==> src/verilog/hdc_defines.svh <==
`ifndef HDC_DEFINES_SVH
`define HDC_DEFINES_SVH

// hypervector geometry
`define HV_DIM      256
`define WORD_W      32
`define HV_WORDS    (`HV_DIM / `WORD_W)

// item index width for up to 65536 item vectors
`define ITEM_W      16

// xorshift32 start value
`define XS_SEED     32'h2463_534d

// AXI4-Lite register map in byte offsets
`define AXIL_ADDR_W     12
`define REG_CTRL        12'h000
`define REG_ITEM_SEL    12'h004

`endif

==> src/verilog/hdc_pkg.sv <==
`include "hdc_defines.svh"

package hdc_pkg;

    // one full hypervector
    typedef logic [`HV_DIM-1:0] hv_t;

    // generator output word and bus data word
    typedef logic [`WORD_W-1:0] word_t;

    // item vector index
    typedef logic [`ITEM_W-1:0] item_t;

    // slot of a word inside one hypervector
    typedef logic [$clog2(`HV_WORDS)-1:0] word_idx_t;

    // AXI4-Lite slave states
    typedef enum logic [2:0] {
        s_idle,
        s_addr_held,
        s_data_held,
        s_write_resp,
        s_read_fetch,
        s_read_resp
    } axil_state_t;

endpackage

==> src/verilog/axil_regs.sv <==
`timescale 1ns/1ns
`include "hdc_defines.svh"

module axil_regs
    import hdc_pkg::*;
(
    input  logic                    AXIS_ACLK,
    input  logic                    S_AXI_ARESETN,
    input  logic [`AXIL_ADDR_W-1:0] s_axi_awaddr,
    input  logic                    s_axi_awvalid,
    output logic                    s_axi_awready,
    input  word_t                   s_axi_wdata,
    input  logic [`WORD_W/8-1:0]    s_axi_wstrb,
    input  logic                    s_axi_wvalid,
    output logic                    s_axi_wready,
    output logic [1:0]              s_axi_bresp,
    output logic                    s_axi_bvalid,
    input  logic                    s_axi_bready,
    input  logic [`AXIL_ADDR_W-1:0] s_axi_araddr,
    input  logic                    s_axi_arvalid,
    output logic                    s_axi_arready,
    output word_t                   s_axi_rdata,
    output logic [1:0]              s_axi_rresp,
    output logic                    s_axi_rvalid,
    input  logic                    s_axi_rready,
    input  logic                    gen_done,
    input  logic                    sent,
    output logic                    gen,
    output logic                    run,
    output item_t                   item_sel
);

    axil_state_t               state;
    logic                      bus_rdy;
    logic                      wr_commit;
    logic                      aw_hs;
    logic                      w_hs;
    logic                      ar_hs;
    logic [`AXIL_ADDR_W-1:0]   wr_addr;
    logic [`AXIL_ADDR_W-1:0]   rd_addr;
    logic [`AXIL_ADDR_W-1:0]   wr_off;
    logic [`AXIL_ADDR_W-1:0]   rd_off;
    word_t                     wr_data;
    word_t                     rd_word;

    // ======================================================================
    // bus handshake
    // ======================================================================

    // readies come up one cycle after reset release
    assign s_axi_awready = bus_rdy && (state == s_idle || state == s_data_held);
    assign s_axi_wready  = bus_rdy && (state == s_idle || state == s_addr_held);
    // writes take priority, so no read is offered while a write is pending
    assign s_axi_arready = bus_rdy && state == s_idle && !s_axi_awvalid && !s_axi_wvalid;

    assign s_axi_bvalid = (state == s_write_resp);
    assign s_axi_rvalid = (state == s_read_resp);
    assign s_axi_bresp  = 2'b00;
    assign s_axi_rresp  = 2'b00;

    assign aw_hs = s_axi_awvalid && s_axi_awready;
    assign w_hs  = s_axi_wvalid && s_axi_wready;
    assign ar_hs = s_axi_arvalid && s_axi_arready;

    always_ff @(posedge AXIS_ACLK) begin
        if (!S_AXI_ARESETN) begin
            state     <= s_idle;
            bus_rdy   <= 1'b0;
            wr_commit <= 1'b0;
        end else begin
            bus_rdy   <= 1'b1;
            wr_commit <= 1'b0;
            case (state)
                s_idle: begin
                    if (aw_hs && w_hs) begin
                        state     <= s_write_resp;
                        wr_commit <= 1'b1;
                    end else if (aw_hs) begin
                        state <= s_addr_held;
                    end else if (w_hs) begin
                        state <= s_data_held;
                    end else if (ar_hs) begin
                        state <= s_read_fetch;
                    end
                end
                s_addr_held: begin
                    if (w_hs) begin
                        state     <= s_write_resp;
                        wr_commit <= 1'b1;
                    end
                end
                s_data_held: begin
                    if (aw_hs) begin
                        state     <= s_write_resp;
                        wr_commit <= 1'b1;
                    end
                end
                s_write_resp: begin
                    if (s_axi_bready) begin
                        state <= s_idle;
                    end
                end
                s_read_fetch: begin
                    state <= s_read_resp;
                end
                s_read_resp: begin
                    if (s_axi_rready) begin
                        state <= s_idle;
                    end
                end
                default: begin
                    state <= s_idle;
                end
            endcase
        end
    end

    // address and data latches
    always_ff @(posedge AXIS_ACLK) begin
        if (aw_hs) begin
            wr_addr <= s_axi_awaddr;
        end
        if (w_hs) begin
            wr_data <= s_axi_wdata;
        end
        if (ar_hs) begin
            rd_addr <= s_axi_araddr;
        end
    end

    // ======================================================================
    // register file
    // ======================================================================

    // word aligned offsets; byte strobes are not honored, registers update whole
    assign wr_off = {wr_addr[`AXIL_ADDR_W-1:2], 2'b00};
    assign rd_off = {rd_addr[`AXIL_ADDR_W-1:2], 2'b00};

    // hardware clears first so a software write in the same cycle wins
    always_ff @(posedge AXIS_ACLK) begin
        if (!S_AXI_ARESETN) begin
            gen      <= 1'b0;
            run      <= 1'b0;
            item_sel <= '0;
        end else begin
            if (gen_done) begin
                gen <= 1'b0;
            end
            if (sent) begin
                run <= 1'b0;
            end
            if (wr_commit) begin
                case (wr_off)
                    `REG_CTRL:     {run, gen} <= wr_data[1:0];
                    `REG_ITEM_SEL: item_sel <= wr_data[`ITEM_W-1:0];
                    default: ;
                endcase
            end
        end
    end

    // unknown offsets read as zero
    always_comb begin
        rd_word = '0;
        case (rd_off)
            `REG_CTRL:     rd_word[1:0] = {run, gen};
            `REG_ITEM_SEL: rd_word[`ITEM_W-1:0] = item_sel;
            default: ;
        endcase
    end

    always_ff @(posedge AXIS_ACLK) begin
        if (state == s_read_fetch) begin
            s_axi_rdata <= rd_word;
        end
    end

endmodule

==> src/verilog/hdc_top.sv <==
`timescale 1ns/1ns
`include "hdc_defines.svh"

module hdc_top
    import hdc_pkg::*;
(
    input  logic                    AXIS_ACLK,
    input  logic                    S_AXI_ARESETN,
    // AXI4-Lite slave
    input  logic [`AXIL_ADDR_W-1:0] s_axi_awaddr,
    input  logic                    s_axi_awvalid,
    output logic                    s_axi_awready,
    input  word_t                   s_axi_wdata,
    input  logic [`WORD_W/8-1:0]    s_axi_wstrb,
    input  logic                    s_axi_wvalid,
    output logic                    s_axi_wready,
    output logic [1:0]              s_axi_bresp,
    output logic                    s_axi_bvalid,
    input  logic                    s_axi_bready,
    input  logic [`AXIL_ADDR_W-1:0] s_axi_araddr,
    input  logic                    s_axi_arvalid,
    output logic                    s_axi_arready,
    output word_t                   s_axi_rdata,
    output logic [1:0]              s_axi_rresp,
    output logic                    s_axi_rvalid,
    input  logic                    s_axi_rready,
    // AXI4-Stream master
    output logic                    m_axis_tvalid,
    output hv_t                     m_axis_tdata,
    output logic                    m_axis_tlast,
    input  logic                    m_axis_tready
);

    logic  gen;
    logic  run;
    logic  gen_done;
    logic  sent;
    logic  hv_valid;
    item_t item_sel;

    axil_regs u_axil_regs (
        .AXIS_ACLK     (AXIS_ACLK),
        .S_AXI_ARESETN (S_AXI_ARESETN),
        .s_axi_awaddr  (s_axi_awaddr),
        .s_axi_awvalid (s_axi_awvalid),
        .s_axi_awready (s_axi_awready),
        .s_axi_wdata   (s_axi_wdata),
        .s_axi_wstrb   (s_axi_wstrb),
        .s_axi_wvalid  (s_axi_wvalid),
        .s_axi_wready  (s_axi_wready),
        .s_axi_bresp   (s_axi_bresp),
        .s_axi_bvalid  (s_axi_bvalid),
        .s_axi_bready  (s_axi_bready),
        .s_axi_araddr  (s_axi_araddr),
        .s_axi_arvalid (s_axi_arvalid),
        .s_axi_arready (s_axi_arready),
        .s_axi_rdata   (s_axi_rdata),
        .s_axi_rresp   (s_axi_rresp),
        .s_axi_rvalid  (s_axi_rvalid),
        .s_axi_rready  (s_axi_rready),
        .gen_done      (gen_done),
        .sent          (sent),
        .gen           (gen),
        .run           (run),
        .item_sel      (item_sel)
    );

    // captured vector goes straight out as TDATA
    item_memory_gen u_item_memory_gen (
        .AXIS_ACLK     (AXIS_ACLK),
        .S_AXI_ARESETN (S_AXI_ARESETN),
        .gen           (gen),
        .item_sel      (item_sel),
        .gen_done      (gen_done),
        .hv_valid      (hv_valid),
        .hv            (m_axis_tdata)
    );

    stream_ctrl u_stream_ctrl (
        .AXIS_ACLK     (AXIS_ACLK),
        .S_AXI_ARESETN (S_AXI_ARESETN),
        .run           (run),
        .hv_valid      (hv_valid),
        .m_axis_tready (m_axis_tready),
        .m_axis_tvalid (m_axis_tvalid),
        .m_axis_tlast  (m_axis_tlast),
        .sent          (sent)
    );

endmodule

==> src/verilog/item_memory_gen.sv <==
`timescale 1ns/1ns
`include "hdc_defines.svh"

module item_memory_gen
    import hdc_pkg::*;
(
    input  logic  AXIS_ACLK,
    input  logic  S_AXI_ARESETN,
    input  logic  gen,
    input  item_t item_sel,
    output logic  gen_done,
    output logic  hv_valid,
    output hv_t   hv
);

    word_t     rand_word;
    word_idx_t word_idx;
    item_t     vec_cnt;
    hv_t       hv_asm;
    hv_t       asm_next;
    logic      last_word;
    logic      hit;

    xorshift u_xorshift (
        .AXIS_ACLK     (AXIS_ACLK),
        .S_AXI_ARESETN (S_AXI_ARESETN),
        .gen           (gen),
        .rand_word     (rand_word)
    );

    // ======================================================================
    // word and vector counters
    // ======================================================================

    assign last_word = (word_idx == word_idx_t'(`HV_WORDS - 1));
    assign hit       = gen && last_word && (vec_cnt == item_sel);

    always_ff @(posedge AXIS_ACLK) begin
        if (!S_AXI_ARESETN || !gen) begin
            word_idx <= '0;
            vec_cnt  <= '0;
        end else if (last_word) begin
            word_idx <= '0;
            vec_cnt  <= vec_cnt + 1'b1;
        end else begin
            word_idx <= word_idx + 1'b1;
        end
    end

    // ======================================================================
    // assembly and capture
    // ======================================================================

    // current word dropped into its slot with the lowest word first
    always_comb begin
        asm_next = hv_asm;
        asm_next[word_idx*`WORD_W +: `WORD_W] = rand_word;
    end

    always_ff @(posedge AXIS_ACLK) begin
        if (gen) begin
            hv_asm <= asm_next;
        end
    end

    // selected vector kept until the next capture
    always_ff @(posedge AXIS_ACLK) begin
        if (hit) begin
            hv <= asm_next;
        end
    end

    always_ff @(posedge AXIS_ACLK) begin
        if (!S_AXI_ARESETN) begin
            hv_valid <= 1'b0;
            gen_done <= 1'b0;
        end else begin
            gen_done <= hit;
            if (hit) begin
                hv_valid <= 1'b1;
            end
        end
    end

endmodule

==> src/verilog/stream_ctrl.sv <==
`timescale 1ns/1ns

module stream_ctrl (
    input  logic AXIS_ACLK,
    input  logic S_AXI_ARESETN,
    input  logic run,
    input  logic hv_valid,
    input  logic m_axis_tready,
    output logic m_axis_tvalid,
    output logic m_axis_tlast,
    output logic sent
);

    // tvalid alone holds the state of waiting for run or holding the beat
    always_ff @(posedge AXIS_ACLK) begin
        if (!S_AXI_ARESETN) begin
            m_axis_tvalid <= 1'b0;
            sent          <= 1'b0;
        end else begin
            sent <= 1'b0;
            if (m_axis_tvalid) begin
                // beat accepted
                if (m_axis_tready) begin
                    m_axis_tvalid <= 1'b0;
                    sent          <= 1'b1;
                end
            end else if (run && hv_valid && !sent) begin
                // run is still high while its clear is in flight
                m_axis_tvalid <= 1'b1;
            end
        end
    end

    // single beat per vector
    assign m_axis_tlast = m_axis_tvalid;

endmodule

==> src/verilog/xorshift.sv <==
`timescale 1ns/1ns
`include "hdc_defines.svh"

module xorshift
    import hdc_pkg::*;
(
    input  logic  AXIS_ACLK,
    input  logic  S_AXI_ARESETN,
    input  logic  gen,
    output word_t rand_word
);

    word_t xs_state;
    word_t xs_a;
    word_t xs_b;

    // xorshift32 step with shifts 13 / 17 / 5
    always_comb begin
        xs_a      = xs_state ^ (xs_state << 13);
        xs_b      = xs_a ^ (xs_a >> 17);
        rand_word = xs_b ^ (xs_b << 5);
    end

    // seed held while idle, one step per cycle while generating
    always_ff @(posedge AXIS_ACLK) begin
        if (!S_AXI_ARESETN || !gen) begin
            xs_state <= `XS_SEED;
        end else begin
            xs_state <= rand_word;
        end
    end

endmodule
==> config.mk <==
export PLATFORM = sky130hd
export DESIGN_NAME = hdc_top
export DESIGN_NICKNAME = d
export VERILOG_FILES = /design/src/verilog/hdc_pkg.sv /design/src/verilog/axil_regs.sv /design/src/verilog/hdc_top.sv /design/src/verilog/item_memory_gen.sv /design/src/verilog/stream_ctrl.sv /design/src/verilog/xorshift.sv
export VERILOG_INCLUDE_DIRS = /design/src /design/src/verilog
export SDC_FILE = /design/constraint.sdc
export NUM_CORES = 1
export LEC_CHECK = 0
export ABC_AREA = 1
export BUFFER_PORTS_ARGS = -buffer_cell sky130_fd_sc_hd__buf_2
export CAP_MARGIN = 15
export CORE_UTILIZATION = 57
export DETAILED_ROUTE_END_ITERATION = 12
export GPL_TIMING_DRIVEN = 0
export HOLD_SLACK_MARGIN = 0.02
export PLACE_DENSITY = 0.8
export SYNTH_ARGS = -nofsm -noshare
export SYNTH_HDL_FRONTEND = slang
export SYNTH_SLANG_ARGS = --single-unit
==> constraint.sdc <==
create_clock -name AXIS_ACLK -period 16.61 [get_ports AXIS_ACLK]
set_input_delay 1.661 -clock AXIS_ACLK [delete_from_list [all_inputs] [get_ports AXIS_ACLK]]
set_output_delay 1.661 -clock AXIS_ACLK [all_outputs]
set_load 0.01 [all_outputs]
==> metrics.md, run 1 <==
| Metric | Value |
|---|---|
| CP Data Required Time | `14.95 ns` |
| Avg Cell Area, Syn | `11.90 um^2` |
| CTS Hold Bufs | `0` |
| Tcrit/Tclk final | `23.39%` |
| Fin crit period | `3.885 ns` |
| Rel. slew slack | `20.40%` |
| Pint | `2615 uW` |
| Sw Pwr | `635.7 uW` |
| Sequential Area | `18,500 um^2` |
| R2R cell count | `11` |
| Dpl cells | `3,040` |
| Num CTS Buffers | `61` |
| Sequential power share | `54.3%` |
| First-pass GRT wire length | `93.78 mm` |
| PwrDens | `109.5 nW/um^2` |
| Via Count | `17,500` |
| Post-detail-place hpwl | `44.06 mm` |
| Clock Root Buffer | `clkbuf_16` |
| CTS clk-pin slew, worst paths | `0.06 ns` |
| Final Net Count | `2,591` |
| R2R Setup Slk | `13.33 ns` |
| Post-synth cell types | `41` |
| Max_cap viols | `0` |
| Clk pwr share | `43.3%` |
| RSZ-0062 raised after global routing | `no` |
| Wire length per cell | `20.00 um` |
| Synth top area cells | `edfxtp_1 68%, nand2_1 10%, dfxtp_1 6.2%` |
| Final cell count without fillers | `3,151` |
| Maximum buffer depth of the clock tree | `3` |
| PortBufs | `322` |
| Synth area leader | `edfxtp_1` |
| DRT Pass-1 Iters | `6` |
| Status | `finished clean` |
| Post-synthesis sequential area ratio | `73.77%` |
| Sw Share | `19.56%` |
| Post-place setup slack | `12.72 ns` |
| CP max FO | `3` |
| Starting DRT DRC Count | `1,831` |
| Core box area | `43,270 um^2` |
| Combinational share of power | `2.3%` |
| TritonCTS clock tree | `done` |
| # IOs | `367` |
| Routed wire length | `63.02 mm` |
| Critical path class | `in2out` |
| Hold Vio Cnt, Final | `0` |
| Worst hold start | `u_item_memory_gen.hv_valid$_SDFFE_PN0P_` |
| Routability-driven placement congestion ratio | `0.9187` |
| Filler cells | `3,046` |
| All-Layer GR Usage | `28.03%` |
| Die area | `44,840 um^2` |
| Post-Synthesis Cells | `2,108` |
| Leak | `0.01015 uW` |
| Die H | `211.7 um` |
| Synth top area share | `67.54%` |
| Yosys reg bits | `642` |
| Final Slew Violations | `0` |
| Total gr overflow | `0` |
| Worst-Skew Late Latency | `0.64 ns` |
| Initial antenna violation count | `1` |
| Rows | `76` |
| Post-CTS setup buffers | `0` |
| Final Setup Violations | `0` |
| DRC errors left | `0` |
| Actual slew at the worst max-slew pin | `1.190 ns` |
| Peak Freq | `257.4 MHz` |
| Die width | `211.7 um` |
| Starting Density | `57.96%` |
| ANT nets after route | `0` |
| Post-cts sizing count | `0` |
| Sink Count | `642` |
| Worst hold path stage count | `2` |
| Hold EP | `u_item_memory_gen.hv_valid$_SDFFE_PN0P_` |
| Vias/cell | `5.553` |
| Largest net degree at the start of global routing | `114` |
| FF-to-FF Start | `u_item_memory_gen.word_idx[0]$_SDFF_PP0_` |
| Worst hold-check path type | `reg2reg` |
| Worst r2r dst | `u_item_memory_gen.hv[226]$_DFFE_PP_` |
| VDD IR-drop max | `0.00008891 V` |
| H-tree Lvls | `2` |
| Synth warn | `0` |
| Max Clock Skew | `0.03566 ns` |
| Area of the multi-input gates | `5510 um^2` |
| Arrival time at the worst endpoint | `2.22 ns` |
| CP startpoint kind | `input pin` |
| Layout cells sized above 1 | `20.08%` |
| Synth-to-Final Area Change | `18.34%` |
| Mapped cell area | `25,080 um^2` |
| Vias in the first global route | `16,370` |
| Final hold slack | `0.4794 ns` |
| Final setup margin | `12.73 ns` |
| Crit path capture type | `output port` |
## synth_stat cells, drive strengths merged
cell    count
dfxtp      78
nor4        2
nor2      126
or2         2
conb        1
edfxtp    564
xor2        6
o21ai     149
ha          5
a21oi      46
and3        1
nand3b      2
nor3       12
nand2     680
inv       135
nand3      64
nand4     101
o21bai      1
a221oi      1
clkinv      1
clkbuf     27
nor3b       2
a211oi      2
a31oi       1
xnor2      15
buf        84
## worst max path at each step
stage | start | to | slack [ns]
after floorplan | u_axil_regs.gen$_SDFF_PN0_ | u_item_memory_gen.hv[0]$_DFFE_PP_ | 4.24
after global routing | s_axi_wvalid | s_axi_arready | 12.70
after CTS | s_axi_wvalid | s_axi_arready | 12.71
final | s_axi_wvalid | s_axi_arready | 12.73
after global placement | u_axil_regs.gen$_SDFF_PN0_ | u_item_memory_gen.hv[227]$_DFFE_PP_ | -0.55
after detailed placement | s_axi_wvalid | s_axi_arready | 12.72
## layer usage
metal	vias to the layer above	global-route usage, %	part of all wire [%]
met5	-	0	0
met4	0	11.72	3.8
met3	162	5.637	9.9
met2	1029	44.19	46
met1	8233	38.25	40
li1	8072	-	-
## kinds of logic after synthesis
kind of cell / share of synthesized area, %
buf+inv: 4.545
flops: 73.77
xor+xnor: 0.7634
simple gates: 16.62
fa+ha+maj: 0.2495
other cells: 0.01495
compound gates: 4.042
## final cells by class
cell class	count	area share [%]
Antenna cell	1	0.008432
Buffer	111	2.108
Clock buffer	77	5.380
Clock inverter	33	1.404
Inverter	136	1.758
Multi-Input combinational cell	1238	18.57
Sequential cell	642	62.34
Tap cell	585	2.466
Timing Repair Buffer	328	5.962
## power by group through the flow
stage,Combinational [uW],Sequential [uW],Clock (uW)
floorplan,44.8,1800,0
detailed placement,74.8,1800,0
finish,75.8,1770,1410
global route,85.7,1770,1480
global placement,72.5,1800,0
CTS,75.1,1770,1420
## metrics by stage
| step | util [%] | instance area, um^2 | setup TNS [ns] | power (uW) |
|---|---|---|---|---|
| 2_1_floorplan | - | 25150 | 0 | 1848 |
| 3_3_place_gp | 63.54 | 27490 | -134.85 | 1872 |
| 3_5_place_dp | 63.93 | 27660 | 0 | 1875 |
| 4_1_cts | 68.58 | 29670 | 0 | 3265 |
| 5_1_grt | 68.58 | 29670 | 0 | 3337 |
| 6_report | 68.59 | 29680 | 0 | 3250 |
## registers in the layout, indices dropped and copies added, names as in the netlist
register,count
u_item_memory_gen.word_idx,3
u_axil_regs.run,1
u_axil_regs.wr_commit,1
u_item_memory_gen.gen_done,1
u_stream_ctrl.sent,1
u_item_memory_gen.vec_cnt,16
u_item_memory_gen.hv_asm,256
u_axil_regs.rd_addr,10
u_item_memory_gen.hv,256
u_stream_ctrl.m_axis_tlast,1
u_axil_regs.gen,1
u_item_memory_gen.u_xorshift.xs_state,32
u_axil_regs.wr_addr,10
u_axil_regs.state,3
u_axil_regs.s_axi_rdata,16
u_item_memory_gen.hv_valid,1
u_axil_regs.wr_data,16
u_axil_regs.item_sel,16
u_axil_regs.bus_rdy,1
## layout by cell type (no fill, tap or decap), drive strengths merged, types with 6 or more instances in the layout
cell    Yosys  layout
edfxtp    564     564
nand3      64      64
nand2     680     680
xnor2      15      15
a21oi      46      46
dfxtp      78      78
nor3       12      12
nor2      126     126
clkbuf     27     104
o21ai     149     149
nand4     101     101
buf        84     412
inv       135     137
xor2        6       6
bufinv      0      10
clkinv      1      20
conb        1      20
## worst max-delay path, stage by stage
cell	delay [ns]
buf_2	0.12
nor4_1	0.26
buf_2	0.18
Power figures use the tool's default switching activity.
==> run 2: changes to the inputs <==
--- a/config.mk
+++ b/config.mk
@@ -9,11 +9,11 @@
 export ABC_AREA = 1
 export BUFFER_PORTS_ARGS = -buffer_cell sky130_fd_sc_hd__buf_2
 export CAP_MARGIN = 15
-export CORE_UTILIZATION = 57
+export CORE_UTILIZATION = 51
 export DETAILED_ROUTE_END_ITERATION = 12
 export GPL_TIMING_DRIVEN = 0
 export HOLD_SLACK_MARGIN = 0.02
-export PLACE_DENSITY = 0.8
+export PLACE_DENSITY = 0.75
 export SYNTH_ARGS = -nofsm -noshare
 export SYNTH_HDL_FRONTEND = slang
 export SYNTH_SLANG_ARGS = --single-unit
==> constraint.sdc (replaced) <==
create_clock -name AXIS_ACLK -period 3.28 [get_ports AXIS_ACLK]
set_input_delay 0.328 -clock AXIS_ACLK [delete_from_list [all_inputs] [get_ports AXIS_ACLK]]
set_output_delay 0.328 -clock AXIS_ACLK [all_outputs]
set_load 0.01 [all_outputs]
==> run 2 against run 1 <==
  * Clock power rose to 5.3 times the previous value
  * Power rose to 5.2 times the previous value
  * Die area rose by 12%
  * First-iteration DRC count fell by 4.8%
  * Critical path depth rose by 6
  * Sequential share of layout area fell by 1.4 points
  * Sequential power rose to 5.1 times the previous value
  * Setup slack got worse by 12 ns
  * Utilization fell by 5.6 points
  * Sequential cell count did not move
  * Register-to-register slack got worse by 13 ns
  * Critical path type is now reg2reg
  * Highest routed layer unchanged
==> metrics.md, run 2 (synthesis gave the netlist of run 1 again) <==
| Metric | Value |
|---|---|
| Final Slew Violations | `0` |
| Status | `finished clean` |
| Final Setup Violations | `0` |
| Post-detail-place hpwl | `45.16 mm` |
| Hold Vio Cnt, Final | `0` |
| Wire length per cell | `20.00 um` |
| VDD IR-drop max | `0.0004510 V` |
| Worst hold path stage count | `4` |
| Starting DRT DRC Count | `1,744` |
| CP Data Required Time | `3.55 ns` |
| Hold EP | `u_axil_regs.state[2]$_SDFFE_PN0P_` |
| Die area | `50,060 um^2` |
| Routed wire length | `65.43 mm` |
| DP Area | `27,790 um^2` |
| Core box area | `48,150 um^2` |
| PortBufs | `322` |
| Tcrit/Tclk final | `91.39%` |
| ANT nets after route | `0` |
| DRC errors left | `0` |
| Top Registers | `u_item_memory_gen.hv: 256 flops, u_item_memory_gen.hv_asm: 256 flops, u_item_memory_gen.u_xorshift.xs_state: 32 flops` |
| Via Count | `17,780` |
| Total gr overflow | `0` |
| Sink Count | `642` |
| Ant. Diodes | `0` |
| Starting Density | `52.08%` |
| Power, Total | `16,910 uW` |
| RSZ-0062 raised after global routing | `no` |
| Post-place setup slack | `0.006904 ns` |
| Post-route cell area | `30,350 um^2` |
| Rel. slew slack | `17.95%` |
| Fin crit period | `2.998 ns` |
| Most frequent cells in the layout | `678 x nand2_1, 564 x edfxtp_1, 360 x buf_2` |
| Leak | `0.01041 uW` |
| Largest net degree at the start of global routing | `70` |
| CP startpoint kind | `register` |
| Clock Root Buffer | `clkbuf_16` |
| Synth-to-Final Area Change | `21.03%` |
| TritonCTS clock tree | `done` |
| All-Layer GR Usage | `25.75%` |
| Vias/cell | `5.437` |
| # IOs | `367` |
| Arrival time at the worst endpoint | `3.27 ns` |
| Vias in the first global route | `16,850` |
| Peak Freq | `333.6 MHz` |
| R2R cell count | `9` |
| Rows | `80` |
| Actual slew at the worst max-slew pin | `1.227 ns` |
| Die H | `223.7 um` |
| H-tree Lvls | `3` |
| Worst hold-check path type | `in2reg` |
| Worst r2r dst | `u_item_memory_gen.hv[229]$_DFFE_PP_` |
| Num CTS Buffers | `66` |
| Worst-Skew Late Latency | `0.59 ns` |
| Routability-driven placement congestion ratio | `0.9110` |
| FF-to-FF Start | `u_axil_regs.gen$_SDFF_PN0_` |
| DRT Pass-1 Iters | `7` |
| First-pass GRT wire length | `97.04 mm` |
| Layout cells sized above 1 | `20.23%` |
| Dpl cells | `3,114` |
| Die width | `223.7 um` |
| Final setup margin | `0.2824 ns` |
| Worst hold start | `s_axi_rready` |
| Maximum buffer depth of the clock tree | `3` |
| Initial antenna violation count | `0` |
| CTS clk-pin slew, worst paths | `0.06 ns` |
| Crit path capture type | `register` |
| Final Net Count | `2,638` |
| R2R Setup Slk | `0.28 ns` |
| Commonest non-fill, non-tap cell in the layout | `nand2_1` |
| Max_cap viols | `0` |
| Max Clock Skew | `0.02416 ns` |
| Final cell count without fillers | `3,271` |
| CP max FO | `69` |
| Critical path class | `reg2reg` |
| PwrDens | `557.0 nW/um^2` |
==> run 2: cell count changes in the layout (fill, tap and decap cells not counted), sizes merged, moves of 2 or more <==
cell	before	now
dlygate4sd3	0	38
clkbuf	104	113
buf	412	416
bufinv	10	7
clkinv	20	23
inv	137	135
==> run 2: repair_timing <==
action	in CTS	in global routing
resized for setup	0	0
endpoints found under the setup margin	0	138
endpoints found under the hold margin	39	0
hold buffers	38	0
setup buffers	0	1
==> run 2: metrics by stage <==
stage                TNS, ns  utilization (%)  hold WS [ns]
floorplan            -652.07                -        0.3557
global placement    -1241.73            57.30        0.4566
detailed placement         0            57.72        0.4543
CTS                        0            63.00       0.04043
global route               0            63.04       0.08961
finish                     0            63.04       0.09973
==> run 2: power breakdown <==
group	leakage, uW	internal, uW	total (uW)	switching, uW
clock	0.00105	4460	7520	3060
sequential	0.00427	8890	8940	50.0
combinational	0.00508	168	440	272
==> run 2: layout make-up <==
type,count,area [um^2]
flip-flops and latches,642,18500
fillers,3644,17800
multi-input cells,1238,5510
repair buffers,370,2215
clock buffers,86,1812
well taps,656,820.8
plain buffers,111,625.6
inverters,136,518.0
clock inverters,32,347.8
==> run 2: metal layers <==
layer	up-vias	track usage, %	share of wire [%]
met2	969	41.65	48
met3	131	5.548	9.3
met5	-	0	0
met1	8499	34.57	40
met4	0	9.125	2.9
li1	8184	-	-
==> run 2: how the worst max path moves through the flow <==
stage / from / end / cells past startpoint
after floorplan: u_axil_regs.gen$_SDFF_PN0_ / u_item_memory_gen.hv[0]$_DFFE_PP_ / 6
after global placement: u_axil_regs.gen$_SDFF_PN0_ / u_item_memory_gen.hv[253]$_DFFE_PP_ / 6
after detailed placement: u_axil_regs.gen$_SDFF_PN0_ / u_item_memory_gen.hv[253]$_DFFE_PP_ / 9
after CTS: u_axil_regs.gen$_SDFF_PN0_ / u_item_memory_gen.hv[189]$_DFFE_PP_ / 9
after global routing: u_item_memory_gen.word_idx[0]$_SDFF_PP0_ / u_item_memory_gen.hv_asm[20]$_DFFE_PP_ / 12
final: u_axil_regs.gen$_SDFF_PN0_ / u_item_memory_gen.hv[229]$_DFFE_PP_ / 9
==> run 2: critical path, stage by stage, from the launching register on <==
cell and delay (ns):
dfxtp_4 0.72, buf_16 0.35, nand2_1 0.12, nor2_1 0.11
nand2_1 0.07, nor2_1 0.09, nand3_1 0.16, clkinvlp_4 0.39
buf_12 0.30, buf_12 0.29
==> run 3: changes to the inputs <==
--- a/config.mk
+++ b/config.mk
@@ -6,14 +6,13 @@
 export SDC_FILE = /design/constraint.sdc
 export NUM_CORES = 1
 export LEC_CHECK = 0
-export ABC_AREA = 1
 export BUFFER_PORTS_ARGS = -buffer_cell sky130_fd_sc_hd__buf_2
 export CAP_MARGIN = 15
 export CORE_UTILIZATION = 51
 export DETAILED_ROUTE_END_ITERATION = 12
 export GPL_TIMING_DRIVEN = 0
 export HOLD_SLACK_MARGIN = 0.02
-export PLACE_DENSITY = 0.75
+export PLACE_DENSITY = 0.76
 export SYNTH_ARGS = -nofsm -noshare
 export SYNTH_HDL_FRONTEND = slang
 export SYNTH_SLANG_ARGS = --single-unit
==> run 3 against run 2 <==
  * Sequential share of layout area up 2.6 points
  * Fmax down 5.6%
  * Routed wire length down 13%
  * Final cell count down 17%
  * Synthesized cell count down 24%
  * Die area down 5.7%
  * Largest cell class unchanged
  * Largest power group unchanged
==> metrics.md, run 3 <==
| Metric | Value |
|---|---|
| Synth top area share | `71.63%` |
| Hold Vio Cnt, Final | `0` |
| Worst hold-check path type | `in2reg` |
| Starting DRT DRC Count | `1,601` |
| Status | `finished clean` |
| Yosys reg bits | `642` |
| CP startpoint kind | `register` |
| Total gr overflow | `0` |
| Sequential Area | `18,500 um^2` |
| Critical path class | `reg2reg` |
| Slowest cell delay on critical path | `0.35 ns` |
| Post-synthesis sequential area ratio | `78.23%` |
| Most common cell in the netlist | `edfxtp_1` |
| Mapped cell area | `23,650 um^2` |
| Largest net degree at the start of global routing | `68` |
| Die H | `217.3 um` |
| Most frequent cells in the layout | `564 x edfxtp_1, 334 x buf_2, 303 x nand2_1` |
| Max Clock Skew | `0.02573 ns` |
| Post-synth top cells | `564 x edfxtp_1, 305 x nand2_1, 238 x o21ai_0` |
| CP cell instances | `clkbuf_4, clkinvlp_4, buf_2, ha_1, ha_1, clkbuf_1, nor2b_1, clkbuf_2, nand3_2, clkbuf_2, o21ai_0` |
| DP Area | `26,630 um^2` |
| DRC errors left | `0` |
| Routed wire length | `56.92 mm` |
| Area of the multi-input gates | `4880 um^2` |
| ANT nets after route | `0` |
| Worst setup startpoint | `u_item_memory_gen.word_idx[0]$_SDFF_PP0_` |
| PwrDens | `548.7 nW/um^2` |
| Routability-driven placement congestion ratio | `0.8319` |
| # IOs | `367` |
| Tcrit/Tclk final | `96.83%` |
| DRT Pass-1 Iters | `8` |
| Peak Freq | `314.8 MHz` |
| Arrival time at the worst endpoint | `3.58 ns` |
| Leak | `0.01086 uW` |
| Filler cells | `3,243` |
| Util after Layout | `63.92%` |
| Die area | `47,230 um^2` |
| Synth top area cells | `edfxtp_1 72%, dfxtp_1 6.6%, o21ai_0 5.0%` |
| Post-detail-place hpwl | `39.16 mm` |
| RSZ-0062 raised after global routing | `yes` |
| Post-synth EDFFs | `564` |
| Wire length per cell | `20.95 um` |
| Layout cells sized above 1 | `25.46%` |
| Max_cap viols | `0` |
| First-pass GRT wire length | `84.35 mm` |
| H-tree Lvls | `2` |
| Synth warn | `0` |
| Commonest non-fill, non-tap cell in the layout | `edfxtp_1` |
| Die width | `217.3 um` |
| Clock Root Buffer | `clkbuf_16` |
| CTS clk-pin slew, worst paths | `0.06 ns` |
| Starting Density | `51.88%` |
| FF-to-FF Start | `u_item_memory_gen.word_idx[0]$_SDFF_PP0_` |
| Actual slew at the worst max-slew pin | `1.193 ns` |
| Rows | `78` |
| Async SR Flop Fraction | `0%` |
| Worst hold start | `s_axi_awvalid` |
| CP max FO | `10` |
| Maximum buffer depth of the clock tree | `3` |
| Post-route cell area | `29,130 um^2` |
| Num CTS Buffers | `59` |
| Rel. slew slack | `19.88%` |
| Crit path max-delay cell type | `o21ai_0` |
| Vias/cell | `5.371` |
| Bufs and invs on worst path | `6` |
| Via Count | `14,590` |
| Sink Count | `642` |
| All-Layer GR Usage | `24.05%` |
| Main synth FF type | `edfxtp_1` |
| Final Slew Violations | `0` |
| Fin crit period | `3.176 ns` |
| Post-Synthesis Cells | `1,596` |
| Final Setup Violations | `0` |
| PortBufs | `322` |
| Final hold slack | `0.1255 ns` |
| Final Net Count | `2,140` |
| Worst-Skew Late Latency | `0.62 ns` |
| VDD IR-drop max | `0.0004831 V` |
| Initial antenna violation count | `2` |
| TritonCTS clock tree | `done` |
| Synth-to-Final Area Change | `23.20%` |
| Post-synth cell types | `47` |
| Crit path max-delay family | `buffers and inverters` |
| CP Data Required Time | `3.68 ns` |
| Avg Cell Area, Syn | `14.82 um^2` |
| Vias in the first global route | `14,300` |
| Synth area leader | `edfxtp_1` |
| Ant. Diodes | `0` |
| Core box area | `45,580 um^2` |
| Top Registers | `u_item_memory_gen.hv: 256 flops, u_item_memory_gen.hv_asm: 256 flops, u_item_memory_gen.u_xorshift.xs_state: 32 flops` |
| Crit path capture type | `register` |
[run 3: cell types whose count changed after synthesis, sizes merged, moves of 55 or more]
cell   before  now
buf        84   26
nor2      126   63
nand3      64    9
inv       135    6
o21ai     149  248
nand2     680  305
nand4     101    8
[run 3: where the power goes]
group          switching, uW  internal [uW]  total [uW]
clock                   2920           3990        6910
sequential              17.8           8820        8840
combinational            122            116         238
total                   3060          12900       16000
[run 3: metal layers]
layer  GRT usage (%)  routed length [um]  part of all wire, %  vias up
met5               0                   0                    0        -
met4           9.413                1793                  3.1        0
met3           4.542                4147                  7.3      100
met2           39.79               28080                   49      652
met1           31.53               22900                   40     7166
li1                -                   -                    -     6676
[run 3: stage by stage]
stage | TNS (ns) | cells | setup WS [ns] | power (uW)
after CTS | -4.838 | 2717 | -0.1101 | 16060
after detailed placement | -86.55 | 2562 | -0.4254 | 9202
after global routing | -0.08649 | 2717 | -0.01424 | 16400
after global placement | -2455.15 | 2537 | -9.173 | 9187
final | 0 | 2717 | 0.1038 | 15980
after floorplan | -1512.20 | 1615 | -5.862 | 9121
[run 3: logic make-up (layout without fill, tap and decap cells)]
kind of cell	after synthesis	in the layout	share of synthesized area (%)
DFF	642	642	78.23
and+or+nand+nor	455	455	8.149
AOI/OAI and AO/OA	260	260	5.620
xor gates and xnor gates	102	102	4.286
buffers and inverters	96	598	1.884
muxes	35	35	1.550
adders and majority gates	5	5	0.2646
other	1	20	0.01586
[run 3: final cells by class]
| class | instances | share of cell area (%) |
|---|---|---|
| multi-input combinational | 877 | 16.75 |
| sequential | 642 | 63.51 |
| clock buffer | 73 | 5.322 |
| buffer | 88 | 1.576 |
| timing repair buffer | 392 | 8.771 |
| inverter | 7 | 0.1031 |
| clock inverter | 38 | 1.387 |
| tap | 600 | 2.577 |
[run 3: path summary, 6_finish.rpt]
check / cells past startpoint / to / slack, ns
max: 11 / u_item_memory_gen.hv_asm[81]$_DFFE_PP_ / 0.10
min: 3 / u_axil_regs.state[0]$_SDFFE_PN0P_ / 0.13
max reg2reg: 11 / u_item_memory_gen.hv_asm[81]$_DFFE_PP_ / 0.10
min reg2reg: 1 / u_item_memory_gen.hv_valid$_SDFFE_PN0P_ / 0.46
[run 3: repair_timing]
item	4_1_cts	5_1_grt
resized for setup	23	84
hold endpoints to repair	41	0
hold buffers	40	0
setup endpoints to repair	482	510
setup buffers	4	0
[run 3: worst register-to-register path, delay by kind of cell (launching register included)]
kind / cells / cell delay, ns
fa+ha+maj: 2 / 0.41
compound gates: 1 / 0.36
buf+inv: 6 / 1.45
simple gates: 2 / 0.43
flops: 1 / 0.33
